## src/source/execPkg.sv

```systemverilog
package execPkg;

    typedef logic [31:0] word_t;
    typedef logic [4:0] regIdx_t;

    // One instruction word, decoded as R-type or I-type
    typedef union packed {
        struct packed {
            logic [5:0] opcode;
            regIdx_t rs;
            regIdx_t rt;
            regIdx_t rd;
            logic [4:0] shamt;
            logic [5:0] funct;
        } rType;
        struct packed {
            logic [5:0] opcode;
            regIdx_t rs;
            regIdx_t rt;
            logic [15:0] imm;
        } iType;
    } instr_t;

    // Primary opcodes
    localparam logic [5:0] OpSpecial = 6'h00;
    localparam logic [5:0] OpAddi = 6'h08;
    localparam logic [5:0] OpAddiu = 6'h09;
    localparam logic [5:0] OpSlti = 6'h0a;
    localparam logic [5:0] OpAndi = 6'h0c;
    localparam logic [5:0] OpOri = 6'h0d;
    localparam logic [5:0] OpXori = 6'h0e;
    localparam logic [5:0] OpLui = 6'h0f;

    // SPECIAL funct codes for the ALU
    localparam logic [5:0] FnSll = 6'h00;
    localparam logic [5:0] FnSrl = 6'h02;
    localparam logic [5:0] FnSra = 6'h03;
    localparam logic [5:0] FnAdd = 6'h20;
    localparam logic [5:0] FnAddu = 6'h21;
    localparam logic [5:0] FnSub = 6'h22;
    localparam logic [5:0] FnSubu = 6'h23;
    localparam logic [5:0] FnAnd = 6'h24;
    localparam logic [5:0] FnOr = 6'h25;
    localparam logic [5:0] FnXor = 6'h26;
    localparam logic [5:0] FnNor = 6'h27;
    localparam logic [5:0] FnSlt = 6'h2a;
    localparam logic [5:0] FnSltu = 6'h2b;

    // SPECIAL funct codes for multiply/divide
    localparam logic [5:0] FnMfhi = 6'h10;
    localparam logic [5:0] FnMthi = 6'h11;
    localparam logic [5:0] FnMflo = 6'h12;
    localparam logic [5:0] FnMtlo = 6'h13;
    localparam logic [5:0] FnMult = 6'h18;
    localparam logic [5:0] FnMultu = 6'h19;
    localparam logic [5:0] FnDiv = 6'h1a;
    localparam logic [5:0] FnDivu = 6'h1b;

    // Busy counter wide enough for the longest operation
    localparam int BusyWidth = 4;
    localparam logic [BusyWidth-1:0] MulLatency = BusyWidth'(5);
    localparam logic [BusyWidth-1:0] DivLatency = BusyWidth'(10);

endpackage
```

## src/source/aluUnit.sv

```systemverilog
`timescale 1ns/10ps

module aluUnit (
    input logic issue,
    input logic stall,
    input execPkg::instr_t instr,
    input execPkg::word_t opA,
    input execPkg::word_t opB,
    output logic aluHit,
    output execPkg::word_t aluResult,
    output execPkg::regIdx_t aluDest,
    output logic aluOverflow
);

    logic [5:0] opcode;
    logic [5:0] funct;
    logic isRType;
    logic isAlu;
    logic signedOverflow;
    execPkg::word_t immSigned;
    execPkg::word_t immZero;
    execPkg::word_t operandB;
    execPkg::word_t value;

    assign opcode = instr.rType.opcode;
    assign funct = instr.rType.funct;
    assign isRType = opcode == execPkg::OpSpecial;

    assign immSigned = {{16{instr.iType.imm[15]}}, instr.iType.imm};
    assign immZero = {16'h0000, instr.iType.imm};

    // Second operand: register or immediate
    always_comb begin
        case (opcode)
            execPkg::OpAddi, execPkg::OpAddiu, execPkg::OpSlti: operandB = immSigned;
            execPkg::OpAndi, execPkg::OpOri, execPkg::OpXori: operandB = immZero;
            execPkg::OpLui: operandB = {instr.iType.imm, 16'h0000};
            default: operandB = opB;
        endcase
    end

    always_comb begin
        isAlu = 1'b1;
        signedOverflow = 1'b0;
        value = '0;
        if (isRType) begin
            case (funct)
                execPkg::FnAdd: begin
                    value = opA + operandB;
                    signedOverflow = (opA[31] == operandB[31]) && (value[31] != opA[31]);
                end
                execPkg::FnAddu: value = opA + operandB;
                execPkg::FnSub: begin
                    value = opA - operandB;
                    signedOverflow = (opA[31] != operandB[31]) && (value[31] != opA[31]);
                end
                execPkg::FnSubu: value = opA - operandB;
                execPkg::FnAnd: value = opA & operandB;
                execPkg::FnOr: value = opA | operandB;
                execPkg::FnXor: value = opA ^ operandB;
                execPkg::FnNor: value = ~(opA | operandB);
                execPkg::FnSlt: value = {31'b0, $signed(opA) < $signed(operandB)};
                execPkg::FnSltu: value = {31'b0, opA < operandB};
                // Shifts move rt by shamt
                execPkg::FnSll: value = operandB << instr.rType.shamt;
                execPkg::FnSrl: value = operandB >> instr.rType.shamt;
                execPkg::FnSra: begin
                    value = execPkg::word_t'($signed(operandB) >>> instr.rType.shamt);
                end
                default: isAlu = 1'b0;
            endcase
        end else begin
            case (opcode)
                execPkg::OpAddi: begin
                    value = opA + operandB;
                    signedOverflow = (opA[31] == operandB[31]) && (value[31] != opA[31]);
                end
                execPkg::OpAddiu: value = opA + operandB;
                execPkg::OpSlti: value = {31'b0, $signed(opA) < $signed(operandB)};
                execPkg::OpAndi: value = opA & operandB;
                execPkg::OpOri: value = opA | operandB;
                execPkg::OpXori: value = opA ^ operandB;
                execPkg::OpLui: value = operandB;
                default: isAlu = 1'b0;
            endcase
        end
    end

    assign aluHit = issue && !stall && isAlu;
    assign aluResult = value;
    assign aluDest = isRType ? instr.rType.rd : instr.iType.rt;
    assign aluOverflow = signedOverflow;

endmodule

```

## config.mk

```make
export PLATFORM = sky130hd
export DESIGN_NAME = aluUnit
export DESIGN_NICKNAME = d
export VERILOG_FILES = /design/src/source/execPkg.sv /design/src/source/aluUnit.sv
export SDC_FILE = /design/constraint.sdc
export NUM_CORES = 1
export LEC_CHECK = 0
export BUFFER_PORTS_ARGS = -buffer_cell sky130_fd_sc_hd__buf_2
export CORE_ASPECT_RATIO = 0.6
export CORE_UTILIZATION = 35
export DETAILED_ROUTE_END_ITERATION = 10
export GPL_TIMING_DRIVEN = 0
export SLEW_MARGIN = 20
export SYNTH_ARGS = -nofsm -noshare
export SYNTH_HDL_FRONTEND = slang
export SYNTH_SLANG_ARGS = --single-unit
```

## constraint.sdc

```tcl
create_clock -name vclk -period 5.55
set_input_delay 0.555 -clock vclk [all_inputs]
set_output_delay 0.555 -clock vclk [all_outputs]
set_load 0.05 [all_outputs]
```

### Word-level counts from Yosys, hierarchy flattened

Cells that the tools add are included.

| word-level totals | value |
|---|---|
| register bits after elaboration | 0 |
| bits of input ports | 98 |
| word-level logic and storage cells | 59 |

| cells by class | value |
|---|---|
| add/sub/neg operators | 2 |
| $lt $le $gt $ge | 2 |
| eq/ne operators | 23 |
| shifts and indexed selects | 3 |
| muxes and demuxes | 11 |
| bitwise logic cells | 4 |
| reductions and logical operators | 14 |

Operators with widths:

| kind | number |
|---|---|
| $pmux W32 S11 | 1 |
| $pmux W32 S6 | 1 |
| $pmux W32 S3 | 1 |
| $lt A32 B32 Y1 | 2 |
| $eq A6 B6 Y1 const B | 10 |
| $eq A6 B4 Y1 const B | 7 |
| $add A32 B32 Y32 | 1 |
| $and A32 B32 Y32 | 1 |
| $mux W32 | 1 |
| $not A32 Y32 | 1 |
| $or A32 B32 Y32 | 1 |
| $shl A32 B5 Y32 | 1 |
| $shr A32 B5 Y32 | 1 |
| $sshr A32 B5 Y32 | 1 |
| $sub A32 B32 Y32 | 1 |
| $xor A32 B32 Y32 | 1 |
| $reduce_or A13 Y1 | 1 |
| $eq A6 B2 Y1 const B | 2 |
| $logic_not A6 Y1 | 2 |
| $reduce_or A7 Y1 | 1 |
| $reduce_or A2 Y1 | 3 |
| $reduce_or A3 Y1 | 2 |
| $mux W1 | 5 |
| $mux W5 | 1 |
| other kinds (5) | 10 |

### Logic depth before layout (Yosys ltp)

| logic depth | value |
|---|---|
| depth in word-level cells | 8 |
| gate-level depth with buffers | 20 |
| gate-level depth less buffers | 16 |

### Least setup slack after synthesis

No wires, ideal clock.

| timing path | value |
|---|---|
| path type | input-to-output |
| from | input port instr[6] in the netlist's numbering |
| to | output port aluResult[25] |
| arrival | 5702 ps |
| required time | 4995 ps |
| slack | -707 ps |
| stages | 20 |
| cells stage by stage | buf_2 -> buf_1 -> clkbuf_1 -> buf_1 -> clkbuf_1 -> nand2_1 -> nand2_1 -> inv_1 -> ha_1 -> clkbuf_1 -> nor2b_1 -> a2111oi_0 -> a2111oi_1 -> o21ai_0 -> o31ai_1 -> a21oi_2 -> o311a_1 -> a21oi_1 -> xor2_1 -> o31ai_1 |

| between the ends | value |
|---|---|
| word-level cells in the longest chain between the ends | 4 |
| elaborated cells between the ends (all ways) | 9 |

Ends and longest elaborated chain:

| what | RTL line | source |
|---|---|---|
| start, declared | aluUnit.sv:6 | `input execPkg::instr_t instr,` |
| $pmux W32 S3 | aluUnit.sv:34 | `case (opcode)` |
| $sub A32 B32 Y32, or another cell as far along | aluUnit.sv:54, aluUnit.sv:57 |  |
| $pmux W32 S11 / $pmux W32 S6 (equally long branches) | aluUnit.sv:47, aluUnit.sv:73 |  |
| $mux W32 * | aluUnit.sv:46 | `if (isRType) begin` |
| end, declared | aluUnit.sv:10 | `output execPkg::word_t aluResult,` |

Every way passes the cells marked *; elsewhere a longest branch is shown, timed or not.

### Final worst setup path

| timing path | value |
|---|---|
| from | input port instr[31] in the netlist's numbering |
| to | output port aluResult[22] |

| between the ends | value |
|---|---|
| word-level cells in the longest chain between the ends | 7 |
| elaborated cells between the ends (all ways) | 24 |

Ends and longest elaborated chain:

| what | RTL line |
|---|---|
| parallel branches: the longest is 6 deep, another holds $sub A32 B32 Y32 | n/a |
| $mux W32 * | aluUnit.sv:46 |

Every way passes the cells marked *.

==> impl_metrics.csv <==
group,metric,value,unit
outcome,outcome,"finished with violations",
outcome,violations,"negative setup slack",
layout,fillers,3597,
synth,synth_top_area_cell,"ha_1",
placement,globalplace.congestion,1.11,
synth,syn_inst,1847,
sta,min_period,5.82,ns
die,core_area,0.0339,sq mm
sta,final_max_slew_viol_count,0,
synth,syn_area_per_cell,6.56,sq um
grt,grt_pass1_vias,16100,
grt,grt_max_degree,20,
synth,yosys.area_share.adder,11.0,%
synth,synth-xor-area-share,4.84,%
synth,netlist_area,0.0121,sq mm
sta,hold_viol,0,
die,die_area,0.0354,sq mm
synth,yosys-top-cells-count,"nor2_1, nand2_1, a21oi_1",
layout,regArea,0,sq um
grt,overflow,0,
layout,fin_util,44.8,%
setup_path,cp_max_fo,6,
detailed_routing,via_count,18200,
detailed_routing,wl,92100,microns
sta,worst_slack,-0.267,ns
synth,synthTopCellsByArea,"ha_1, a21oi_1, mux4_2",
detailed_routing,antenna_left,0,
setup_path,critPathRequiredTime,4.99,ns
sta,grt_setup_unrepaired,"yes",
detailed_routing,via_per_inst,7.30,
sta,holdWs,1.50,ns
min_path,hold_path.class,"in -> out",
layout,seq_cell_count,0,
layout,syn_to_final_growth,25.4,%
synth,yosys.area_share.simple,22.3,%
synth,yosysMostFrequentCell,"nor2_1",
layout,clock_buffers,0,
die,initial_core_util,35.7,%
synth,synth_top_family_by_area,"compound AO/OA/AOI/OAI gates",
synth,netlist.area_leader.share,10.6,%
cts,hold_buffers,0,
setup_path,cp.arrival,5.26,ns
sta,relSlewSlack,14.2,%
min_path,worstHoldPathCells,4,
layout,nets,2234,
die,die_x,242,microns
placement,dp_hpwl,73900,microns
layout,multi_input_area,0.0121,sq mm
grt,track_usage,49.3,%
setup_path,cp-end-kind,"output port",
die,die_h,146,microns
setup_path,startpoint_type,"primary input",
synth,yosysUniqueCellTypes,88,
detailed_routing,wl_per_cell,37.0,microns
flow_run,cap_violations,0,
sta,worstMarginPinSlew,1.28,ns
synth,ys_seq_area_share,0,%
setup_path,path_class,"in -> out",
grt,antenna_found_initial,4,
synth,synth-compound-area-share,37.9,%
detailed_routing,drt_iter0_markers,3500,
detailed_routing,firstDrtPassIters,10,
detailed_routing,drc_errors,0,
sta,finalSetupViolCount,16,
die,placementRows,52,
sta,clock.fmax,172,MHz
placement,portBuffers,125,
die,io_pins,137,
min_path,hold-path-endpoint,"aluHit",
grt,grt_first_pass_wirelength,126000,microns
layout,drive_gt1_share,23.2,%
sta,post-route-period-util,105,%
synth,synth_mux_area_share,15.2,%
synth,synthesis.nets,2050,
synth,ys_warn_count,0,
min_path,min_from,"issue",
placed cells by master (no fill, tap or decap), drive strengths merged, types with 8 or more instances in the layout:
master / netlist / final
o21ai: 149 / 149
o21bai: 16 / 16
clkbuf: 111 / 106
mux2i: 82 / 82
a22oi: 26 / 26
o22ai: 20 / 20
ha: 103 / 103
o31ai: 20 / 20
mux2: 17 / 17
mux4: 37 / 37
a21oi: 168 / 168
clkinvlp: 0 / 11
a22o: 12 / 12
nor3: 24 / 24
nor2b: 14 / 14
or3: 9 / 9
a21o: 27 / 27
nor4: 9 / 9
nor2: 198 / 198
o211ai: 31 / 31
a2111oi: 11 / 11
o2111ai: 9 / 9
xnor2: 61 / 61
a211oi: 47 / 47
o221ai: 24 / 24
nand3: 48 / 48
a221oi: 18 / 18
inv: 105 / 94
o32ai: 8 / 8
buf: 49 / 230
nand2b: 17 / 17
a31oi: 27 / 27
nand2: 191 / 191
nand3b: 16 / 16
a21boi: 10 / 10
a221o: 8 / 8
nand4: 21 / 21
cells by family (layout without fill, tap and decap cells):
group | Yosys count | in the layout
AOI/OAI and AO/OA | 691 | 691
xor gates and xnor gates | 67 | 67
adders and majority gates | 105 | 105
buffers and inverters | 269 | 451
muxes | 136 | 136
other | 0 | 3
and+or+nand+nor | 579 | 579
area by class of cell:
| cell class | count | area share, % |
|---|---|---|
| tap | 459 | 3.78 |
| inverter | 109 | 3.09 |
| timing repair buffer | 191 | 8.22 |
| antenna | 3 | 0.0494 |
| multi-input combinational | 1578 | 79.6 |
| buffer | 151 | 5.22 |
per-stage QoR:
step / worst slack (ns) / std cells / TNS [ns] / cell area [sq um]
2_1_floorplan: -0.107 / 1847 / -0.107 / 12100
3_3_place_gp: -2.70 / 2431 / -55.14 / 13300
6_report: -0.267 / 2491 / -1.93 / 15200
3_5_place_dp: -2.66 / 2431 / -54.21 / 13300
4_1_cts: -0.0435 / 2462 / -0.0435 / 14500
5_1_grt: -0.201 / 2488 / -1.07 / 15200
metal layers:
metal / global-route usage (%) / up-vias / routed length, microns
met5: 1.07 / - / 63
met4: 16.9 / 4 / 4220
met3: 23.4 / 281 / 17100
met2: 62.2 / 1854 / 32600
met1: 70.4 / 8773 / 38000
li1: - / 7269 / -
worst max-delay path, stage by stage:
cell	delay, ns
buf_8	0.10
or3b_4	0.40
buf_12	0.16
nor2_4	0.18
buf_8	0.18
a22o_4	0.21
ha_4	0.17
inv_2	0.04
fa_2	0.40
nor2b_4	0.17
o2111ai_4	0.16
a2111oi_4	0.48
a211oi_4	0.20
buf_12	0.18
o311ai_4	0.37
a21o_1	0.20
a21oi_2	0.08
xnor2_2	0.20
a221oi_2	0.47
o21ai_2	0.12
buf_6	0.20
timing repair:
item                                    CTS  global route
endpoints found under the hold margin     0             0
cloned                                    1             0
resized for setup                       202           141
endpoints found under the setup margin   30            27
setup buffers                            37            30
pin swaps                                39            38
how the worst max path moves through the flow:
stage,startpoint,end,depth (start not counted)
after floorplan,instr[6],aluResult[25],20
after global placement,instr[6],aluResult[25],21
after detailed placement,instr[6],aluResult[25],21
after CTS,instr[31],aluResult[30],20
after global routing,instr[31],aluResult[22],21
final,instr[31],aluResult[22],21
