### config.mk
export PLATFORM = sky130hd
export DESIGN_NAME = resultMerge
export DESIGN_NICKNAME = d
export VERILOG_FILES = /design/src/source/execPkg.sv /design/src/source/resultMerge.sv
export SDC_FILE = /design/constraint.sdc
export NUM_CORES = 1
export LEC_CHECK = 0
export BUFFER_PORTS_ARGS = -buffer_cell sky130_fd_sc_hd__buf_2
export CAP_MARGIN = 25
export CORE_ASPECT_RATIO = 1.2
export CORE_MARGIN = 5
export CORE_UTILIZATION = 38
export CTS_CLUSTER_SIZE = 20
export DETAILED_ROUTE_END_ITERATION = 12
export MAX_ROUTING_LAYER = met4
export PLACE_DENSITY = 0.83
export REMOVE_ABC_BUFFERS = 1
export SLEW_MARGIN = 40
export SYNTH_ARGS = -nofsm -noshare
export SYNTH_HDL_FRONTEND = slang
export SYNTH_SLANG_ARGS = --single-unit
### constraint.sdc
create_clock -name clk -period 1.47 [get_ports clk]
set_input_delay 0.0735 -clock clk [delete_from_list [all_inputs] [get_ports clk]]
set_output_delay 0.0735 -clock clk [all_outputs]
set_load 0.005 [all_outputs]
### src/source/execPkg.sv
package execPkg;

    typedef logic [31:0] word_t;
    typedef logic [4:0] regIdx_t;

    // One instruction word, decoded as R-type or I-type
    typedef union packed {
        struct packed {
            logic [5:0] opcode;
            regIdx_t rs;
            regIdx_t rt;
            regIdx_t rd;
            logic [4:0] shamt;
            logic [5:0] funct;
        } rType;
        struct packed {
            logic [5:0] opcode;
            regIdx_t rs;
            regIdx_t rt;
            logic [15:0] imm;
        } iType;
    } instr_t;

    // Primary opcodes
    localparam logic [5:0] OpSpecial = 6'h00;
    localparam logic [5:0] OpAddi = 6'h08;
    localparam logic [5:0] OpAddiu = 6'h09;
    localparam logic [5:0] OpSlti = 6'h0a;
    localparam logic [5:0] OpAndi = 6'h0c;
    localparam logic [5:0] OpOri = 6'h0d;
    localparam logic [5:0] OpXori = 6'h0e;
    localparam logic [5:0] OpLui = 6'h0f;

    // SPECIAL funct codes for the ALU
    localparam logic [5:0] FnSll = 6'h00;
    localparam logic [5:0] FnSrl = 6'h02;
    localparam logic [5:0] FnSra = 6'h03;
    localparam logic [5:0] FnAdd = 6'h20;
    localparam logic [5:0] FnAddu = 6'h21;
    localparam logic [5:0] FnSub = 6'h22;
    localparam logic [5:0] FnSubu = 6'h23;
    localparam logic [5:0] FnAnd = 6'h24;
    localparam logic [5:0] FnOr = 6'h25;
    localparam logic [5:0] FnXor = 6'h26;
    localparam logic [5:0] FnNor = 6'h27;
    localparam logic [5:0] FnSlt = 6'h2a;
    localparam logic [5:0] FnSltu = 6'h2b;

    // SPECIAL funct codes for multiply/divide
    localparam logic [5:0] FnMfhi = 6'h10;
    localparam logic [5:0] FnMthi = 6'h11;
    localparam logic [5:0] FnMflo = 6'h12;
    localparam logic [5:0] FnMtlo = 6'h13;
    localparam logic [5:0] FnMult = 6'h18;
    localparam logic [5:0] FnMultu = 6'h19;
    localparam logic [5:0] FnDiv = 6'h1a;
    localparam logic [5:0] FnDivu = 6'h1b;

    // Busy counter wide enough for the longest operation
    localparam int BusyWidth = 4;
    localparam logic [BusyWidth-1:0] MulLatency = BusyWidth'(5);
    localparam logic [BusyWidth-1:0] DivLatency = BusyWidth'(10);

endpackage
### src/source/resultMerge.sv
`timescale 1ns/10ps

module resultMerge (
    input logic clk,
    input logic reset,
    input logic issue,
    input logic stall,
    input logic aluHit,
    input execPkg::word_t aluResult,
    input execPkg::regIdx_t aluDest,
    input logic aluOverflow,
    input logic mulHit,
    input execPkg::word_t mulResult,
    input execPkg::regIdx_t mulDest,
    output logic resultValid,
    output execPkg::word_t result,
    output execPkg::regIdx_t destReg,
    output logic overflow,
    output logic reservedInstr
);

    logic accepted;
    logic aluWrite;
    logic mulWrite;

    assign accepted = issue && !stall;
    assign aluWrite = aluHit && !aluOverflow;

    // Only mfhi/mflo carry a nonzero destination out of the mul/div side
    assign mulWrite = mulHit && (mulDest != '0);

    always_ff @(posedge clk) begin
        if (reset) begin
            resultValid <= 1'b0;
            overflow <= 1'b0;
            reservedInstr <= 1'b0;
        end else begin
            resultValid <= aluWrite || mulWrite;
            overflow <= aluHit && aluOverflow;
            reservedInstr <= accepted && !aluHit && !mulHit;
        end
    end

    always_ff @(posedge clk) begin
        if (aluHit) begin
            result <= aluResult;
            destReg <= aluDest;
        end else begin
            result <= mulResult;
            destReg <= mulDest;
        end
    end

    unitsExclusive: assert property (@(posedge clk) disable iff (reset) !(aluHit && mulHit));

    onePulseAtMost: assert property (
        @(posedge clk) disable iff (reset) $onehot0({resultValid, overflow, reservedInstr}));

endmodule

Word level (Yosys, flattened, before mapping)
Cells that the tools add are included.
{"block": "classes", "mux": 2, "reduce_logical": 12}
{"op": "$mux 32", "count": 1}
{"op": "$logic_and 1x1->1", "count": 6}
{"op": "$mux 5", "count": 1}
{"op": "$reduce_bool 5->1", "count": 1}
{"op": "$logic_not 1->1", "count": 4}
{"op": "$logic_or 1x1->1", "count": 1}
{"block": "word_totals", "elab_cells": 19, "input_bits": 81, "reg_bits": 40}

Longest topological paths before layout
Gate-level depths: netlist (run 1).
{"block": "depth", "word_depth": 4, "depth_mapped": 3}

Worst setup path before layout (run 1)
No wires, ideal clock.
{"block": "synth_path", "path_kind": "input to register", "startpoint": "input mulDest[2]", "endpoint": "register resultValid", "required_ps": 1352, "path_stages": 3, "setup_ps": 118, "arrival_ps": 757, "slack_ps": 595, "cell_sequence": "or4_1 -> o21ai_1 -> a21oi_1"}
{"block": "synth_via", "elab_chain_cells": 3}
{"item": "start, declared", "line_no": "resultMerge.sv:14", "source": "input execPkg::regIdx_t mulDest,"}
{"item": "$reduce_bool 5->1", "line_no": "resultMerge.sv:30", "source": "assign mulWrite = mulHit && (mulDest != '0);"}
{"item": "$logic_and 1x1->1", "line_no": "resultMerge.sv:30"}
{"item": "$logic_or 1x1->1", "line_no": "resultMerge.sv:38", "source": "resultValid <= aluWrite || mulWrite;"}
{"item": "end signal, assigned", "line_no": "resultMerge.sv:38"}
{"item": "end, declared", "line_no": "resultMerge.sv:15", "source": "output logic resultValid,"}
Every way passes these cells.
A chain may end at the register's enable or synchronous reset.

Worst setup path after layout (run 1)
{"block": "layout_path", "startpoint": "input mulHit", "endpoint": "register reservedInstr"}
{"block": "layout_via", "elab_chain_cells": 2}
{"item": "start, declared", "line_no": "resultMerge.sv:12", "source": "input logic mulHit,"}
{"item": "$logic_not 1->1", "line_no": "resultMerge.sv:40", "source": "reservedInstr <= accepted && !aluHit && !mulHit;"}
{"item": "$logic_and 1x1->1", "line_no": "resultMerge.sv:40"}
{"item": "end signal, assigned", "line_no": "resultMerge.sv:40"}
{"item": "end, declared", "line_no": "resultMerge.sv:19", "source": "output logic reservedInstr"}
Every way passes these cells.

==> results.cfg, run 1 <==
[status]
outcome = finished, final reports clean

[placement]
routabilityCongestion = 0.699
placed_area_mm2 = 0.00193
dp_cells = 243
dp_hpwl_um = 2810
port_buffers = 120

[die]
die_h_um = 73.6
num_rows = 23
io_pins = 121
fp.coreArea_mm2 = 0.00331
initial_core_util_pct = 38.7
die_w_um = 63.0
dieArea_mm2 = 0.00464

[timing]
hold_violations = 0
period_share_pct = 91.7
slew_violations = 0
setup_viol = 0
max_freq_mhz = 742
slew_headroom_pct = 85.3
post-route-min-period_ns = 1.35
rsz0062_at_grt = no
worst_pin_slew_ns = 0.218
final.setup.tns_ns = 0
worst_hold_slack_ns = 0.0151

[worst_setup_path]
required_ns = 1.69
slowest_stage = dlygate4sd3_1
cp_common_cell = dlygate4sd3_1
arrival_ns = 1.57
crit_path_max_fanout = 2
critical_path_class = in2reg
crit_path_end_kind = flop
max_stage_delay_ns = 0.58
path_cells = dlygate4sd3_1 -> buf_2 -> nor4_1 -> dlygate4sd3_1
worst_setup_path_start_kind = input pin

[cts]
post_cts.repair.setup_buffers = 0
numCtsBuffers = 5
clockBufferDepth = 2
ctsResizeCount = 0
cts_tree = done
cts-root-buf = clkbuf_8
cts_hold_buf = 3
htree_levels = 2
clkSinkCount = 40
clkSlewWorstSetupHoldPaths_ns = 0.08

[cells_and_area]
area_growth_pct = 61.4
design_area_mm2 = 0.00207
layout_common_cells = buf_2 (120), dfxtp_1 (40), mux2_2 (37), clkbuf_8 (6), dlygate4sd3_1 (5)
stdcell_count = 256
mostFrequentLayoutCell = buf_2
diodes = 0
nets = 299
drive_gt1_share_pct = 74.9

[run]
max-cap-violations = 0

[route]
drc = 0
wl_um = 3560
drtIter0Drc = 24
wl_per_cell_um = 13.9
route.vias.total = 1133
routed_via_density = 4.43
ant_nets = 0
first_pass_iters = 2

[yosys]
synthCells = 89
ys_ff_latch = 40
syn_area_mm2 = 0.00128
synth_area_per_cell_um2 = 14.4
seq_area_frac_synth_pct = 62.5
yosysWarningCount = 0
synth_cell_types = 10

[global_route]
antenna_found_initial = 0
grt_pass1_wl_um = 5330
grt_max_degree = 41
grt_remaining_overflow = 0
grt_pass1_vias = 1162
grtUsageTotal_pct = 15.3

[hold_path]
hold_path_end = result[25]
min_from = mulResult[25]
min-delay-path-class = in2reg
min_path_cells = 2

[power_and_ir_drop]
p_per_area_mw_per_mm2 = 1080
ir_worst_vdd_uv = 841
finalPower_mw = 2.23
p_leak_nw = 1.05
==> final cells by class <==
| cell class | count | area [um2] |
|---|---|---|
| clock buffers | 8 | 90.1 |
| well taps | 37 | 46.3 |
| flip-flops and latches | 40 | 801 |
| multi-input cells | 45 | 460 |
| repair buffers | 126 | 671 |
| fillers | 301 | 1240 |
==> metrics by stage <==
stage,util (%),worst slack [ns]
2_1_floorplan,-,0.595
3_3_place_gp,58.3,0.464
3_5_place_dp,58.3,0.460
4_1_cts,61.9,0.160
5_1_grt,62.5,0.110
6_report,62.5,0.121
==> cells by family after synthesis <==
group           count (synthesis)  synth area share (%)
compound gates                  2                 0.781
mux                            37                  32.5
simple gates                    6                  2.64
flops                          40                  62.5
buf+inv                         4                  1.56
==> routing by layer <==
| metal | up-vias | global-route usage (%) | part of all wire [%] |
|---|---|---|---|
| met5 | - | - | 0 |
| met4 | 0 | 4.95 | 0.87 |
| met1 | 515 | 13.8 | 32 |
| met3 | 2 | 5.50 | 8.3 |
| li1 | 566 | - | - |
| met2 | 50 | 29.5 | 59 |
==> sequential cells by signal, indices dropped and copies added, names as in the netlist <==
signal,cells
destReg,5
resultValid,1
reservedInstr,1
overflow,1
result,32
==> worst max-delay path, delay by kind of cell <==
| kind | cells | cell delay, ns |
|---|---|---|
| buffers and inverters | 3 | 1.25 |
| AND/OR/NAND/NOR | 1 | 0.25 |
==> cells in the mapped netlist <==
master,number,area [um2]
a21oi_1,1,5.00
nand2_1,1,3.75
or4_1,1,7.51
mux2_2,37,417
o21ai_1,1,5.00
buf_2,4,20.0
nand2b_1,2,12.5
dfxtp_1,40,801
nor2_1,1,3.75
nor4_1,1,6.26
==> report_power, final <==
group	switching, mW	leakage (nW)	internal [mW]
logic	0.116	0.666	0.214
registers	0.0175	0.337	1.17
clock network	0.336	0.0455	0.382
==> worst max-delay path by stage <==
| stage | end | depth (start not counted) | slack (ns) | start |
|---|---|---|---|---|
| after global placement | resultValid | 4 | 0.46 | mulDest[2] |
| after floorplan | resultValid | 3 | 0.59 | mulDest[2] |
| after detailed placement | resultValid | 4 | 0.46 | mulDest[2] |
| final | reservedInstr | 4 | 0.12 | mulHit |
| after global routing | reservedInstr | 4 | 0.11 | mulHit |
| after CTS | reservedInstr | 4 | 0.16 | mulHit |
(Power assumes the default switching activity.)
==> inputs of run 2 (changes only) <==
==> constraint.sdc (replaced) <==
create_clock -name clk -period 1.47 [get_ports clk]
set_input_delay 0.294 -clock clk [delete_from_list [all_inputs] [get_ports clk]]
set_output_delay 0.294 -clock clk [all_outputs]
set_load 0.005 [all_outputs]
==> results.cfg, run 2 (synthesis results as in run 1) <==
[timing]
post-route-min-period_ns = 1.02
rsz0062_at_grt = no
final.setup.tns_ns = 0
period_share_pct = 69.4
slew_headroom_pct = 85.1
worst_slack_ns = 0.450
worst_pin_slew_ns = 0.221
slew_violations = 0
max_freq_mhz = 980
worst_hold_slack_ns = 0.188
setup_viol = 0
hold_violations = 0

[global_route]
grt_max_degree = 41
grt_pass1_wl_um = 5440
grt_pass1_vias = 1185
antenna_found_initial = 0
grtUsageTotal_pct = 15.8
grt_remaining_overflow = 0

[status]
outcome = finished, final reports clean

[power_and_ir_drop]
p_per_area_mw_per_mm2 = 1070
finalPower_mw = 2.14
ir_worst_vdd_uv = 871
p_leak_nw = 1.02

[worst_setup_path]
max_stage_delay_ns = 0.33
cp_num_buf_inv = 1
required_ns = 1.18
slowest_stage = dfxtp_1
arrival_ns = 0.73
crit_path_end_kind = output port
worst_setup_path_start_kind = flop
path_cells = buf_2
cp_top_family = flip-flops
critical_path_class = reg2out
crit_path_max_fanout = 1

[placement]
dp_cells = 243
port_buffers = 120
routabilityCongestion = 0.700
dp_slack_ns = 0.238
dp_hpwl_um = 2900

[route]
route.vias.total = 1111
wl_um = 3490
ant_nets = 0
routed_via_density = 4.48
drtIter0Drc = 31
first_pass_iters = 2
wl_per_cell_um = 14.1
drc = 0

[cts]
clkSlewWorstSetupHoldPaths_ns = 0.07
ctsResizeCount = 0
clockBufferDepth = 2
cts_hold_buf = 0
htree_levels = 2
cts-root-buf = clkbuf_8
post_cts.repair.setup_buffers = 0
cts_tree = done
numCtsBuffers = 5
clkSinkCount = 40

[cells_and_area]
drive_gt1_share_pct = 77.3
fillCellCount = 304
area_growth_pct = 55.9
regMostFlops = result
largest_register_ffs = 32
diodes = 0
largestRegisters = result x32, destReg x5
mostFrequentLayoutCell = buf_2
nets = 294
stdcell_count = 248
layout_common_cells = buf_2 (120), dfxtp_1 (40), mux2_2 (37), clkbuf_8 (5), nand2b_1 (2)

[die]
fp.coreArea_mm2 = 0.00331
dieArea_mm2 = 0.00464
die_w_um = 63.0
num_rows = 23
initial_core_util_pct = 38.7
io_pins = 121
die_h_um = 73.6

[hold_path]
min-delay-path-class = in2reg

[run]
max-cap-violations = 0
==> run 2: stage by stage <==
| stage | util (%) | area (um2) |
|---|---|---|
| after floorplan | - | 1260 |
| after global placement | 58.3 | 1930 |
| after detailed placement | 58.3 | 1930 |
| after CTS | 60.3 | 2000 |
| after global routing | 60.3 | 2000 |
| final | 60.3 | 2000 |
==> run 2: layout make-up <==
cell class	count	area, um2	area share (%)
flip-flops and latches	40	801	40.1
repair buffers	121	621	31.1
multi-input cells	45	460	23.1
clock buffers	5	68.8	3.45
well taps	37	46.3	2.32
==> run 2: power by group <==
| group | leakage (nW) | internal (mW) | switching, mW |
|---|---|---|---|
| clock | 0.0359 | 0.305 | 0.325 |
| sequential | 0.337 | 1.17 | 0.0175 |
| combinational | 0.643 | 0.206 | 0.113 |
| total | 1.02 | 1.68 | 0.456 |
==> run 2: path summary, 6_finish.rpt <==
check / startpoint / to / slack (ns) / depth (start not counted)
max: result[30] / result[30] / 0.45 / 1
min: mulHit / reservedInstr / 0.19 / 2
==> run 2: per-layer routing <==
layer  vias up  GRT usage [%]  wire length, um  share of wire, %
met5         -              -                0                 0
met4         0           6.37               59               1.7
met3         5           6.27              321               9.2
met2        51           29.9             2080                60
met1       502           13.8             1030                29
li1        553              -                -                 -
==> inputs of run 3 (changes only) <==
--- a/config.mk
+++ b/config.mk
@@ -9,11 +9,11 @@
 export CAP_MARGIN = 25
 export CORE_ASPECT_RATIO = 1.2
 export CORE_MARGIN = 5
-export CORE_UTILIZATION = 38
+export CORE_UTILIZATION = 35
 export CTS_CLUSTER_SIZE = 20
 export DETAILED_ROUTE_END_ITERATION = 12
 export MAX_ROUTING_LAYER = met4
-export PLACE_DENSITY = 0.83
+export PLACE_DENSITY = 0.77
 export REMOVE_ABC_BUFFERS = 1
 export SLEW_MARGIN = 40
 export SYNTH_ARGS = -nofsm -noshare
==> constraint.sdc (replaced) <==
create_clock -name clk -period 1 [get_ports clk]
set_input_delay 0.2 -clock clk [delete_from_list [all_inputs] [get_ports clk]]
set_output_delay 0.2 -clock clk [all_outputs]
set_load 0.005 [all_outputs]
==> results.cfg, run 3 (synthesis results as in run 1) <==
[worst_setup_path]
cp_top_family = flip-flops
required_ns = 0.80
slowest_stage = dfxtp_1
crit_path_max_fanout = 1
arrival_ns = 0.72
critical_path_class = reg2out
cp_num_buf_inv = 1
max_stage_delay_ns = 0.33
path_cells = buf_2
crit_path_end_kind = output port
worst_setup_path_start_kind = flop

[placement]
dp_hpwl_um = 2640
dp_slack_ns = -0.144
placed_area_mm2 = 0.00195
port_buffers = 120
routabilityCongestion = 0.713

[timing]
worst_hold_slack_ns = 0.0852
final.setup.tns_ns = 0
period_share_pct = 91.9
rsz0062_at_grt = no
worst_pin_slew_ns = 0.203
hold_violations = 0
slew_headroom_pct = 86.3
post-route-min-period_ns = 0.919
worst_slack_ns = 0.0813
max_freq_mhz = 1090
slew_violations = 0
setup_viol = 0

[die]
fp.coreArea_mm2 = 0.00357
dieArea_mm2 = 0.00498
initial_core_util_pct = 35.9
die_w_um = 65.2
io_pins = 121
die_h_um = 76.3
num_rows = 24

[cts]
htree_levels = 2
cts-root-buf = clkbuf_8
clkSlewWorstSetupHoldPaths_ns = 0.07
numCtsBuffers = 5
post_cts.repair.setup_buffers = 0
clockBufferDepth = 2
cts_hold_buf = 0
ctsResizeCount = 0
clkSinkCount = 40
cts_tree = done

[route]
ant_nets = 0
drtIter0Drc = 30
wl_um = 3170
wl_per_cell_um = 12.5
drc = 0
routed_via_density = 4.42
route.vias.total = 1123
first_pass_iters = 2

[cells_and_area]
largestRegisters = result x32, destReg x5
diodes = 0
regMostFlops = result
largest_register_ffs = 32
nets = 295
drive_gt1_share_pct = 77.2
mostFrequentLayoutCell = buf_2
area_growth_pct = 60.6
layout_common_cells = buf_2 (120), dfxtp_1 (40), mux2_2 (37), clkbuf_8 (5)
fillCellCount = 312
design_area_mm2 = 0.00206

[status]
outcome = finished, final reports clean

[power_and_ir_drop]
ir_worst_vdd_uv = 1090
combinationalPowerShare_pct = 13.5
swShare_pct = 20.3
p_leak_nw = 1.04
finalPower_mw = 3.47
p_clk_share_pct = 36.3
switchingPower_mw = 0.703
pwr-share-seq_pct = 50.1
p_per_area_mw_per_mm2 = 1690
power.internal_mw = 2.77

[hold_path]
min-delay-path-class = in2reg

[global_route]
grt_pass1_vias = 1159
grt_max_degree = 24
grtUsageTotal_pct = 13.5
grt_pass1_wl_um = 5070
antenna_found_initial = 0
grt_remaining_overflow = 0

[run]
max-cap-violations = 0
[run 3: cell count changes in the layout (fill, tap and decap cells not counted)]
cell	change
buf_12	+1
bufinv_16	+1
clkbuf_1	+1
clkinv_2	+1
[run 3: area by class of cell]
type                            instances  area, um2  share of cell area, %
Multi-Input combinational cell         45        460                   22.4
Sequential cell                        40        801                   38.9
Timing Repair Buffer                  122        641                   31.1
Clock inverter                          2       35.0                   1.70
Clock buffer                            6       72.6                   3.53
Tap cell                               39       48.8                   2.37
[run 3: stage by stage]
step / utilization [%] / std cells
after floorplan: - / 85
after global placement: 54.6 / 246
after detailed placement: 54.6 / 246
after CTS: 57.6 / 254
after global routing: 57.6 / 254
final: 57.6 / 254
[run 3: power by group through the flow]
| stage | logic [mW] | clock network, mW | registers (mW) |
|---|---|---|---|
| final | 0.470 | 1.26 | 1.74 |
| after global routing | 0.522 | 1.40 | 1.75 |
| after CTS | 0.480 | 1.31 | 1.74 |
| after detailed placement | 0.479 | 0 | 1.78 |
| after global placement | 0.470 | 0 | 1.77 |
| after floorplan | 0.129 | 0 | 1.80 |
[run 3: worst paths after layout]
path | endpoint | depth (start not counted) | startpoint | slack (ns)
hold / removal | reservedInstr | 2 | mulHit | 0.09
setup / recovery | result[25] | 1 | result[25] | 0.08
[run 3: metal layers]
| layer | track usage, % | part of all wire (%) | vias up |
|---|---|---|---|
| met1 | 12.1 | 33 | 492 |
| li1 | - | - | 558 |
| met2 | 24.5 | 54 | 65 |
| met4 | 4.98 | 1.4 | 0 |
| met5 | - | 0 | - |
| met3 | 5.60 | 11 | 8 |
